**config.mk**
```make
export PLATFORM = sky130hd
export DESIGN_NAME = read_datapath
export DESIGN_NICKNAME = d
export VERILOG_FILES = /design/src/common/rdp_pkg.sv /design/src/common/read_calib_if.sv /design/src/rtl/read_datapath.sv /design/src/rtl/read_latency_tracker.sv /design/src/read_fifo/read_fifo_group.sv /design/src/valid_predict/vfifo_group.sv
export SDC_FILE = /design/constraint.sdc
export NUM_CORES = 1
export LEC_CHECK = 0
export ABC_CLOCK_PERIOD_IN_PS = 3200
export CELL_PAD_IN_SITES_DETAIL_PLACEMENT = 0
export CELL_PAD_IN_SITES_GLOBAL_PLACEMENT = 1
export CORE_MARGIN = 2
export CORE_UTILIZATION = 52
export CTS_BUF_LIST = sky130_fd_sc_hd__clkbuf_4
export DETAILED_ROUTE_END_ITERATION = 10
export DONT_BUFFER_PORTS = 1
export GPL_TIMING_DRIVEN = 0
export HOLD_SLACK_MARGIN = 0.06
export PLACE_DENSITY = 0.72
export SLEW_MARGIN = 15
export SYNTH_ARGS = -nofsm -noshare
export SYNTH_HDL_FRONTEND = slang
export SYNTH_HIERARCHICAL = 1
export SYNTH_SLANG_ARGS = --single-unit
```
**constraint.sdc**
```tcl
create_clock -name pll_afi_clk -period 3.2 [get_ports pll_afi_clk]
set_input_delay 0.32 -clock pll_afi_clk [delete_from_list [all_inputs] [get_ports pll_afi_clk]]
set_output_delay 0.32 -clock pll_afi_clk [all_outputs]
set_load 0.02 [all_outputs]
```
**src/common/rdp_pkg.sv**
```systemverilog
// Shared widths, depths and delays of the read datapath
// Vector types for AFI data, group data, latency and FIFO addresses
package rdp_pkg;

	// Interface geometry for a full-rate core with two read DQS groups
	localparam int NUM_DQS_GROUPS   = 2;
	localparam int DQ_GROUP_WIDTH   = 4;
	localparam int MEM_DQ_WIDTH     = NUM_DQS_GROUPS * DQ_GROUP_WIDTH;
	localparam int TIMESLOTS        = 2;
	localparam int AFI_DATA_WIDTH   = MEM_DQ_WIDTH * TIMESLOTS;
	localparam int GROUP_DATA_WIDTH = DQ_GROUP_WIDTH * TIMESLOTS;

	// Read FIFO holds one AFI word per entry
	localparam int READ_FIFO_DEPTH      = 16;
	localparam int READ_FIFO_ADDR_WIDTH = 4;

	// Valid prediction token register is one pointer span plus the extra flop stages
	localparam int VFIFO_ADDR_WIDTH   = 3;
	localparam int VFIFO_EXTRA_STAGES = 1;
	localparam int VFIFO_LENGTH       = (2 ** VFIFO_ADDR_WIDTH) + VFIFO_EXTRA_STAGES;

	// Read latency range that the sequencer may program
	localparam int MAX_READ_LATENCY = 16;
	localparam int LATENCY_WIDTH    = 5;

	// Termination window, derived from the memory read latency
	localparam int MEM_T_RL      = 6;
	localparam int OCT_ON_DELAY  = (MEM_T_RL > 4) ? ((MEM_T_RL - 4) / 2) : 0;
	localparam int OCT_OFF_DELAY = (MEM_T_RL + 6) / 2;

	// AFI read data and the DDIO capture word share one width
	typedef logic [AFI_DATA_WIDTH-1:0] afi_data_t;

	// Both beats of one DQS group in a single AFI cycle
	typedef logic [GROUP_DATA_WIDTH-1:0] group_data_t;

	// One bit per read DQS group
	typedef logic [NUM_DQS_GROUPS-1:0] dqs_vec_t;

	// Read latency in AFI cycles
	typedef logic [LATENCY_WIDTH-1:0] latency_t;

	// Read FIFO and valid prediction pointers
	typedef logic [READ_FIFO_ADDR_WIDTH-1:0] rf_addr_t;
	typedef logic [VFIFO_ADDR_WIDTH-1:0] vf_addr_t;

endpackage
```
**src/common/read_calib_if.sv**
```systemverilog
// Sequencer calibration controls and controller read requests
// One modport for each block that consumes them
interface read_calib_if;
	import rdp_pkg::*;

	// Per-group FIFO reset from the sequencer, held high while the FIFO is flushed
	dqs_vec_t fifo_reset;

	// Per-group strobe that moves the valid prediction point out by one cycle
	dqs_vec_t vfifo_inc;

	// Calibrated read latency, stable while reads are in flight
	latency_t read_latency;

	// Read requests from the controller
	logic rdata_en;
	logic rdata_en_full;

	// Latency tracker needs the latency and both request strobes
	modport lat_mp (
		input read_latency,
		input rdata_en,
		input rdata_en_full
	);

	// Valid prediction only looks at its increment bit and the full request
	modport vf_mp (
		input vfifo_inc,
		input rdata_en_full
	);

	// Read FIFO only needs its reset
	modport rf_mp (
		input fifo_reset
	);

endinterface

```
**src/rtl/read_datapath.sv**
```systemverilog
// Read datapath top level for a full-rate DDR2 PHY
// Per-group valid prediction and read FIFOs, latency tracking, AFI data reordering
module read_datapath (
	input  logic                  pll_afi_clk,
	input  logic                  reset_n_afi_clk,
	input  rdp_pkg::dqs_vec_t     seq_read_fifo_reset_i,
	input  rdp_pkg::dqs_vec_t     seq_read_increment_vfifo_i,
	input  rdp_pkg::latency_t     seq_read_latency_i,
	input  logic                  afi_rdata_en_i,
	input  logic                  afi_rdata_en_full_i,
	input  rdp_pkg::afi_data_t    ddio_phy_dq_i,
	output rdp_pkg::afi_data_t    afi_rdata_o,
	output logic                  afi_rdata_valid_o,
	output rdp_pkg::dqs_vec_t     dqs_enable_ctrl_o,
	output logic                  force_oct_off_o
);
	import rdp_pkg::*;

	// Latency-selected strobes, shared by every group
	logic rd_enable;
	logic rd_valid;

	// Registered valid from each read FIFO group
	dqs_vec_t grp_valid;

	// Group-major slices of the DDIO word and of the FIFO outputs
	group_data_t grp_wdata [NUM_DQS_GROUPS];
	group_data_t grp_rdata [NUM_DQS_GROUPS];

	// ****************************************
	// Sequencer and controller strobes
	// ****************************************

	// The bundle is driven here only and fans out to the blocks below
	read_calib_if cal ();

	assign cal.fifo_reset    = seq_read_fifo_reset_i;
	assign cal.vfifo_inc     = seq_read_increment_vfifo_i;
	assign cal.read_latency  = seq_read_latency_i;
	assign cal.rdata_en      = afi_rdata_en_i;
	assign cal.rdata_en_full = afi_rdata_en_full_i;

	// Shared latency delay, read enable and termination window
	read_latency_tracker read_latency_tracker_inst (
		.pll_afi_clk     (pll_afi_clk),
		.reset_n_afi_clk (reset_n_afi_clk),
		.cal             (cal.lat_mp),
		.rd_valid_o      (rd_valid),
		.rd_enable_o     (rd_enable),
		.force_oct_off_o (force_oct_off_o)
	);

	// ****************************************
	// Per DQS group blocks
	// ****************************************
	for (genvar g = 0; g < NUM_DQS_GROUPS; g++)
	begin : group_gen
		// DDIO word is group-major so each group owns one contiguous slice
		assign grp_wdata[g] = ddio_phy_dq_i[g*GROUP_DATA_WIDTH +: GROUP_DATA_WIDTH];

		// Token register that tells the I/O when to open the DQS gate
		vfifo_group #(
			.GROUP (g)
		) vfifo_group_inst (
			.pll_afi_clk     (pll_afi_clk),
			.reset_n_afi_clk (reset_n_afi_clk),
			.cal             (cal.vf_mp),
			.dqs_enable_o    (dqs_enable_ctrl_o[g])
		);

		// Data buffer between capture and the calibrated read point
		read_fifo_group #(
			.GROUP (g)
		) read_fifo_group_inst (
			.pll_afi_clk     (pll_afi_clk),
			.reset_n_afi_clk (reset_n_afi_clk),
			.cal             (cal.rf_mp),
			.wr_data_i       (grp_wdata[g]),
			.rd_enable_i     (rd_enable),
			.rd_valid_i      (rd_valid),
			.rd_data_o       (grp_rdata[g]),
			.rd_valid_o      (grp_valid[g])
		);

		// AFI word is timeslot-major, so each beat of this group lands
		// next to the same beat of the other groups
		for (genvar s = 0; s < TIMESLOTS; s++)
		begin : slot_gen
			assign afi_rdata_o[s*MEM_DQ_WIDTH + g*DQ_GROUP_WIDTH +: DQ_GROUP_WIDTH] =
				grp_rdata[g][s*DQ_GROUP_WIDTH +: DQ_GROUP_WIDTH];
		end
	end

	// Word is valid only when every group presents valid data
	assign afi_rdata_valid_o = &grp_valid;

endmodule

```
**src/rtl/read_latency_tracker.sv**
```systemverilog
// Read latency delay lines with tap selection for valid and read enable
// On-die termination force-off window built from the full read request
module read_latency_tracker (
	input  logic         pll_afi_clk,
	input  logic         reset_n_afi_clk,
	read_calib_if.lat_mp cal,
	output logic         rd_valid_o,
	output logic         rd_enable_o,
	output logic         force_oct_off_o
);
	import rdp_pkg::*;

	// Bit i holds the request sampled i edges before the most recent one
	logic [MAX_READ_LATENCY-1:0] latency_shifter;
	logic [MAX_READ_LATENCY-1:0] full_latency_shifter;

	// Recent history of the full request for the termination window
	logic [OCT_OFF_DELAY-1:0] oct_shifter;

	// Tap index into the delay lines
	latency_t lat_minus_one;
	logic [LATENCY_WIDTH-2:0] tap_sel;

	// ****************************************
	// Latency delay lines
	// ****************************************
	always_ff @(posedge pll_afi_clk or negedge reset_n_afi_clk)
	begin
		if (!reset_n_afi_clk)
		begin
			latency_shifter      <= '0;
			full_latency_shifter <= '0;
		end
		else
		begin
			latency_shifter      <= {latency_shifter[MAX_READ_LATENCY-2:0], cal.rdata_en};
			full_latency_shifter <= {full_latency_shifter[MAX_READ_LATENCY-2:0],
				cal.rdata_en_full};
		end
	end

	// The read FIFO adds one register stage, so the tap is one short of
	// the programmed latency
	assign lat_minus_one = cal.read_latency - latency_t'(1);
	// Legal latencies 2 to 16 map to taps 1 to 15, so the top bit is always clear
	assign tap_sel = lat_minus_one[LATENCY_WIDTH-2:0];

	// Valid follows the narrow request, read enable the full request
	assign rd_valid_o  = latency_shifter[tap_sel];
	assign rd_enable_o = full_latency_shifter[tap_sel];

	// ****************************************
	// Termination force-off window
	// ****************************************

	// Termination stays on while any request sits between the on and off delays
	always_ff @(posedge pll_afi_clk or negedge reset_n_afi_clk)
	begin
		if (!reset_n_afi_clk)
		begin
			oct_shifter     <= '0;
			force_oct_off_o <= 1'b0;
		end
		else
		begin
			oct_shifter <= {oct_shifter[OCT_OFF_DELAY-2:0], cal.rdata_en_full};
			// Bit 0 is the request one edge back, so the window spans bits
			// OCT_ON_DELAY-1 up to OCT_OFF_DELAY-1
			force_oct_off_o <= ~(|oct_shifter[OCT_OFF_DELAY-1:OCT_ON_DELAY-1]);
		end
	end

endmodule

```
**src/read_fifo/read_fifo_group.sv**
```systemverilog
// Read FIFO for one DQS group built from flops
// Free-running write side with registered reset, enable-driven read side
module read_fifo_group #(
	parameter int GROUP = 0
) (
	input  logic                 pll_afi_clk,
	input  logic                 reset_n_afi_clk,
	read_calib_if.rf_mp          cal,
	input  rdp_pkg::group_data_t wr_data_i,
	input  logic                 rd_enable_i,
	input  logic                 rd_valid_i,
	output rdp_pkg::group_data_t rd_data_o,
	output logic                 rd_valid_o
);
	import rdp_pkg::*;

	// Write side runs only once the registered FIFO reset has released
	logic wr_rst_n;

	rf_addr_t wr_ptr;
	rf_addr_t rd_ptr;

	// One entry per AFI cycle of captured data
	group_data_t fifo_mem [READ_FIFO_DEPTH];

	// ****************************************
	// Write side
	// ****************************************

	// The sequencer reset is registered once before it reaches the write
	// pointer, so the first write lands on the second edge after release
	always_ff @(posedge pll_afi_clk or negedge reset_n_afi_clk)
	begin
		if (!reset_n_afi_clk)
		begin
			wr_rst_n <= 1'b0;
		end
		else
		begin
			wr_rst_n <= ~cal.fifo_reset[GROUP];
		end
	end

	// Capture data arrives every cycle, so the pointer advances every cycle
	always_ff @(posedge pll_afi_clk or negedge reset_n_afi_clk)
	begin
		if (!reset_n_afi_clk)
		begin
			wr_ptr <= '0;
		end
		else if (!wr_rst_n)
		begin
			wr_ptr <= '0;
		end
		else
		begin
			wr_ptr <= wr_ptr + rf_addr_t'(1);
		end
	end

	// Storage is written with the same gating as the pointer
	always_ff @(posedge pll_afi_clk)
	begin
		if (wr_rst_n)
		begin
			fifo_mem[wr_ptr] <= wr_data_i;
		end
	end

	// ****************************************
	// Read side
	// ****************************************

	// Read pointer clears directly on the sequencer reset, one edge ahead
	// of the write pointer, so both restart from entry 0
	always_ff @(posedge pll_afi_clk or negedge reset_n_afi_clk)
	begin
		if (!reset_n_afi_clk)
		begin
			rd_ptr     <= '0;
			rd_data_o  <= '0;
			rd_valid_o <= 1'b0;
		end
		else
		begin
			if (cal.fifo_reset[GROUP])
				rd_ptr <= '0;
			else if (rd_enable_i)
				rd_ptr <= rd_ptr + rf_addr_t'(1);

			// Data and valid are registered on the same edge to stay aligned
			if (rd_enable_i)
				rd_data_o <= fifo_mem[rd_ptr];
			rd_valid_o <= rd_valid_i;
		end
	end

endmodule

```
**src/valid_predict/vfifo_group.sv**
```systemverilog
// Valid prediction for one DQS group
// Write pointer under sequencer control and the token shift register
module vfifo_group #(
	parameter int GROUP = 0
) (
	input  logic        pll_afi_clk,
	input  logic        reset_n_afi_clk,
	read_calib_if.vf_mp cal,
	output logic        dqs_enable_o
);
	import rdp_pkg::*;

	// Insertion offset of the next token, in AFI cycles
	vf_addr_t wr_ptr;

	// Absolute bit position that receives the token
	logic [VFIFO_ADDR_WIDTH:0] wr_pos;

	// Tokens travel toward bit 0, one position per cycle
	logic [VFIFO_LENGTH-1:0] token_shifter;

	// ****************************************
	// Write pointer
	// ****************************************

	// Each increment pulse delays the predicted valid by one more cycle.
	// The pointer wraps modulo its width like a FIFO address
	always_ff @(posedge pll_afi_clk or negedge reset_n_afi_clk)
	begin
		if (!reset_n_afi_clk)
		begin
			wr_ptr <= '0;
		end
		else if (cal.vfifo_inc[GROUP])
		begin
			wr_ptr <= wr_ptr + vf_addr_t'(1);
		end
	end

	// Extra stages keep bit 0 clear of the insertion point
	assign wr_pos = {1'b0, wr_ptr} + (VFIFO_ADDR_WIDTH + 1)'(VFIFO_EXTRA_STAGES);

	// ****************************************
	// Token shift register
	// ****************************************

	// A token written at position P+1 reaches bit 0 after P+1 edges
	always_ff @(posedge pll_afi_clk or negedge reset_n_afi_clk)
	begin
		if (!reset_n_afi_clk)
		begin
			token_shifter <= '0;
		end
		else
		begin
			token_shifter <= {1'b0, token_shifter[VFIFO_LENGTH-1:1]};
			// The new request overrides whatever shifts into the insertion bit
			token_shifter[wr_pos] <= cal.rdata_en_full;
		end
	end

	// Bit 0 drives the DQS enable of this group
	assign dqs_enable_o = token_shifter[0];

endmodule

```
==> results.json <==
{
  "synth_area_leaders": "edfxtp_1 (54%), dfrtp_1 (16%), mux4_2 (7.6%)",
  "hold_path_depth": 3,
  "power.density_nw_per_um2": 701,
  "fin_crit_ns": 2.44,
  "gp_congestion": 0.826,
  "p_clk_frac": 0.342,
  "rsz0062_at_grt": "no",
  "grt_pass1_wl_um": 43700,
  "synth_nets": 825,
  "worst_ir_drop_vdd_uv": 377,
  "finalSetupViolCount": 0,
  "cpPeakStageDelay_ns": 0.34,
  "cts-resized-gates": 0,
  "r2r_start": "read_latency_tracker_inst/full_latency_shifter[1]",
  "synth_async_sr_flop_share": 0.266,
  "synth_cell_types": 47,
  "combPwrFrac": 0.167,
  "path_class": "in -> reg",
  "synth.top_cells.by_count": "edfxtp_1 (256), dfrtp_1 (93), nor2_1 (63), mux4_2 (48), nand2_1 (34)",
  "ys_dominant_reg_cell": "edfxtp_1",
  "layout-drive-gt1-share": 0.263,
  "worstPathRequired_ns": 3.79,
  "crit_buf_inv": 4,
  "cp_slowest_cell": "a22o_1",
  "synth_area_um2": 14100,
  "grt_max_degree": 94,
  "hold_class": "in -> reg",
  "routed_wl_um": 28500,
  "yosys.area.top_type": "edfxtp_1",
  "r2r-end": "group_gen[1].read_fifo_group_inst/rd_data_o[4]",
  "pwr-share-seq": 0.491,
  "insertion_delay_ns": 0.70,
  "synth_top_area_frac": 0.543,
  "fp-row-count": 60,
  "yosysWarningCount": 6,
  "port_buffers": 0,
  "yosysSeqAreaShare": 0.708,
  "antenna_found_initial": 3,
  "overflow": 0,
  "cts_tree": "built",
  "detail_route.wl_per_cell_um": 21.7,
  "status": "finished, final reports clean",
  "clock-sinks": 349,
  "clk_pin_slew_ns": 0.06,
  "worstSetupStartpoint": "seq_read_latency_i[0]",
  "crit_fanout": 10,
  "intPower_w": 0.00810,
  "track_usage": 0.205,
  "critPathTopFamily": "buffers and inverters",
  "finalSetupTns_ns": 0,
  "hpwl_um": 18000,
  "cts_htree_levels": 3,
  "cts_made_buffers": 90,
  "place_ws_ns": 0.0528,
  "detail-route-antenna-nets": 0,
  "io-pin-count": 49,
  "yosysMostFrequentCell": "edfxtp_1",
  "initial_core_util": 0.528,
  "nNetsFinal": 942,
  "synthToLayoutAreaGrowth_pct": 13.5,
  "drtIter0Drc": 587,
  "fin_crit_sh": 0.762,
  "cts_buffer_depth": 3,
  "via_count": 7412,
  "worstSetupEndpointType": "flip-flop",
  "postCtsSetupRepairBufs": 0,
  "die_h_um": 169,
  "core_region_area_um2": 26800,
  "slew_violations": 0,
  "max_freq_ghz": 0.410,
  "drc": 0,
  "synth_cells": 776,
  "via_per_inst": 5.65,
  "syn_avg_cell_area_um2": 18.2,
  "die_w_um": 169,
  "holdPathEnd": "group_gen[1].read_fifo_group_inst/rd_valid_o",
  "synth_edf_count": 256,
  "fin_skew_ns": 0.0665,
  "net-switching-power_w": 0.00314,
  "worst_slack_ns": 0.761,
  "worstRegToRegCells": 6,
  "ys_ff_latch": 349,
  "dr.pass1.iters": 4,
  "grt_pass1_vias": 7784,
  "rrSetupSlack_ns": 0.77,
  "cts_root_buf": "clkbuf_4",
  "relSlewSlack": 0.391,
  "hold_start": "seq_read_latency_i[2]",
  "hold_violations": 0,
  "path_cells": "buf_2 -> inv_1 -> ha_1 -> xnor2_2 -> buf_6 -> mux4_1 -> mux2_2 -> a22o_1 -> and2_1 -> buf_1 -> a221oi_2",
  "die-area_um2": 28500,
  "swShare": 0.280,
  "crit_arrival_ns": 3.03,
  "drv_cap": 0,
  "cp-start-kind": "input port",
  "leakagePower_nw": 5.76,
  "worst_pin_slew_ns": 0.909
}
-- final cells by class --
| cell class | count | area, um2 |
|---|---|---|
| Sequential cell | 349 | 10000 |
| Tap cell | 341 | 427 |
| Buffer | 36 | 300 |
| Clock inverter | 32 | 201 |
| Inverter | 19 | 71.3 |
| Fill cell | 1985 | 10700 |
| Timing Repair Buffer | 25 | 268 |
| Antenna cell | 4 | 10.0 |
| Clock buffer | 133 | 998 |
| Multi-Input combinational cell | 372 | 3760 |
-- cell usage in the layout (no fill, tap or decap), types with 4 or more instances in the layout --
cell type	n
a211oi_1	8
a221oi_2	16
a2bb2oi_1	4
a32oi_1	4
and2_1	13
and3b_1	4
buf_1	4
buf_12	6
buf_2	16
buf_6	6
clkbuf_4	133
clkinv_1	16
clkinv_2	9
dfrtp_1	93
diode_2	4
dlygate4sd3_1	24
edfxtp_1	256
ha_1	20
inv_1	19
mux2i_1	28
mux4_1	20
mux4_2	48
nand2_1	34
nand2b_1	17
nand3_1	9
nand4_1	7
nor2_1	63
nor2b_1	4
nor3_1	4
o211ai_1	6
o221ai_1	4
o22ai_1	18
xnor2_1	7
xor2_1	6
-- how the worst max path moves through the flow --
stage,end,depth (start not counted)
final,group_gen[1].read_fifo_group_inst/rd_data_o[4],11
after global routing,group_gen[0].read_fifo_group_inst/rd_data_o[3],6
after CTS,group_gen[1].read_fifo_group_inst/rd_data_o[4],6
after detailed placement,group_gen[1].read_fifo_group_inst/rd_data_o[4],11
after global placement,group_gen[1].read_fifo_group_inst/rd_data_o[0],11
after floorplan,group_gen[0].read_fifo_group_inst/rd_data_o[0],11
-- cell families (layout without fill, tap and decap cells) --
kind of cell / after synthesis / after routing / synth area share
simple gates: 163 / 163 / 0.0550
compound gates: 76 / 76 / 0.0482
fa+ha+maj: 20 / 20 / 0.0177
flops: 349 / 349 / 0.708
other cells: 0 / 4 / 0
mux: 99 / 99 / 0.136
buf+inv: 55 / 245 / 0.0263
xor+xnor: 14 / 14 / 0.00920
-- tightest hold or removal path: stages --
cell	delay (ns)
nor3_1	0.03
xnor2_1	0.18
a22o_1	0.25
-- state kept, by name (all words and copies together), names as in the netlist, 6 cells and up --
signal	flops
group_gen.read_fifo_group_inst/rd_ptr	8
read_latency_tracker_inst/full_latency_shifter	16
group_gen.read_fifo_group_inst/rd_data_o	16
group_gen.vfifo_group_inst/wr_ptr	6
group_gen.vfifo_group_inst/token_shifter	18
group_gen.read_fifo_group_inst/fifo_mem	256
group_gen.read_fifo_group_inst/wr_ptr	8
read_latency_tracker_inst/latency_shifter	16
-- power by group through the flow --
stage | clock network (W) | registers (W) | logic, W
floorplan | 0 | 0.00554 | 0.00141
global placement | 0 | 0.00560 | 0.00172
detailed placement | 0 | 0.00561 | 0.00178
CTS | 0.00398 | 0.00552 | 0.00190
global route | 0.00424 | 0.00555 | 0.00206
finish | 0.00384 | 0.00552 | 0.00188
-- per-layer routing --
metal | GRT usage | vias up | wire [um]
met2 | 0.343 | 191 | 14500
met1 | 0.270 | 3815 | 12000
met3 | 0.0465 | 37 | 1520
met4 | 0.0682 | 0 | 420
li1 | - | 3369 | -
met5 | 0 | - | 0
-- through the flow --
stage	util	instances	instance area, um2	total power (W)	hold slack, ns
4_1_cts	0.599	1307	16000	0.0114	0.116
6_report	0.599	1311	16100	0.0112	0.182
3_3_place_gp	0.544	1117	14600	0.00731	0.0282
2_1_floorplan	-	776	14100	0.00695	0.0244
5_1_grt	0.599	1309	16000	0.0118	0.147
3_5_place_dp	0.544	1117	14600	0.00739	0.0287
-- repair_timing --
action | CTS | global route
hold buffers | 25 | 0
hold endpoints to repair | 387 | 0
setup endpoints to repair | 0 | 0
Note: power is estimated with default switching activity, not from simulation.
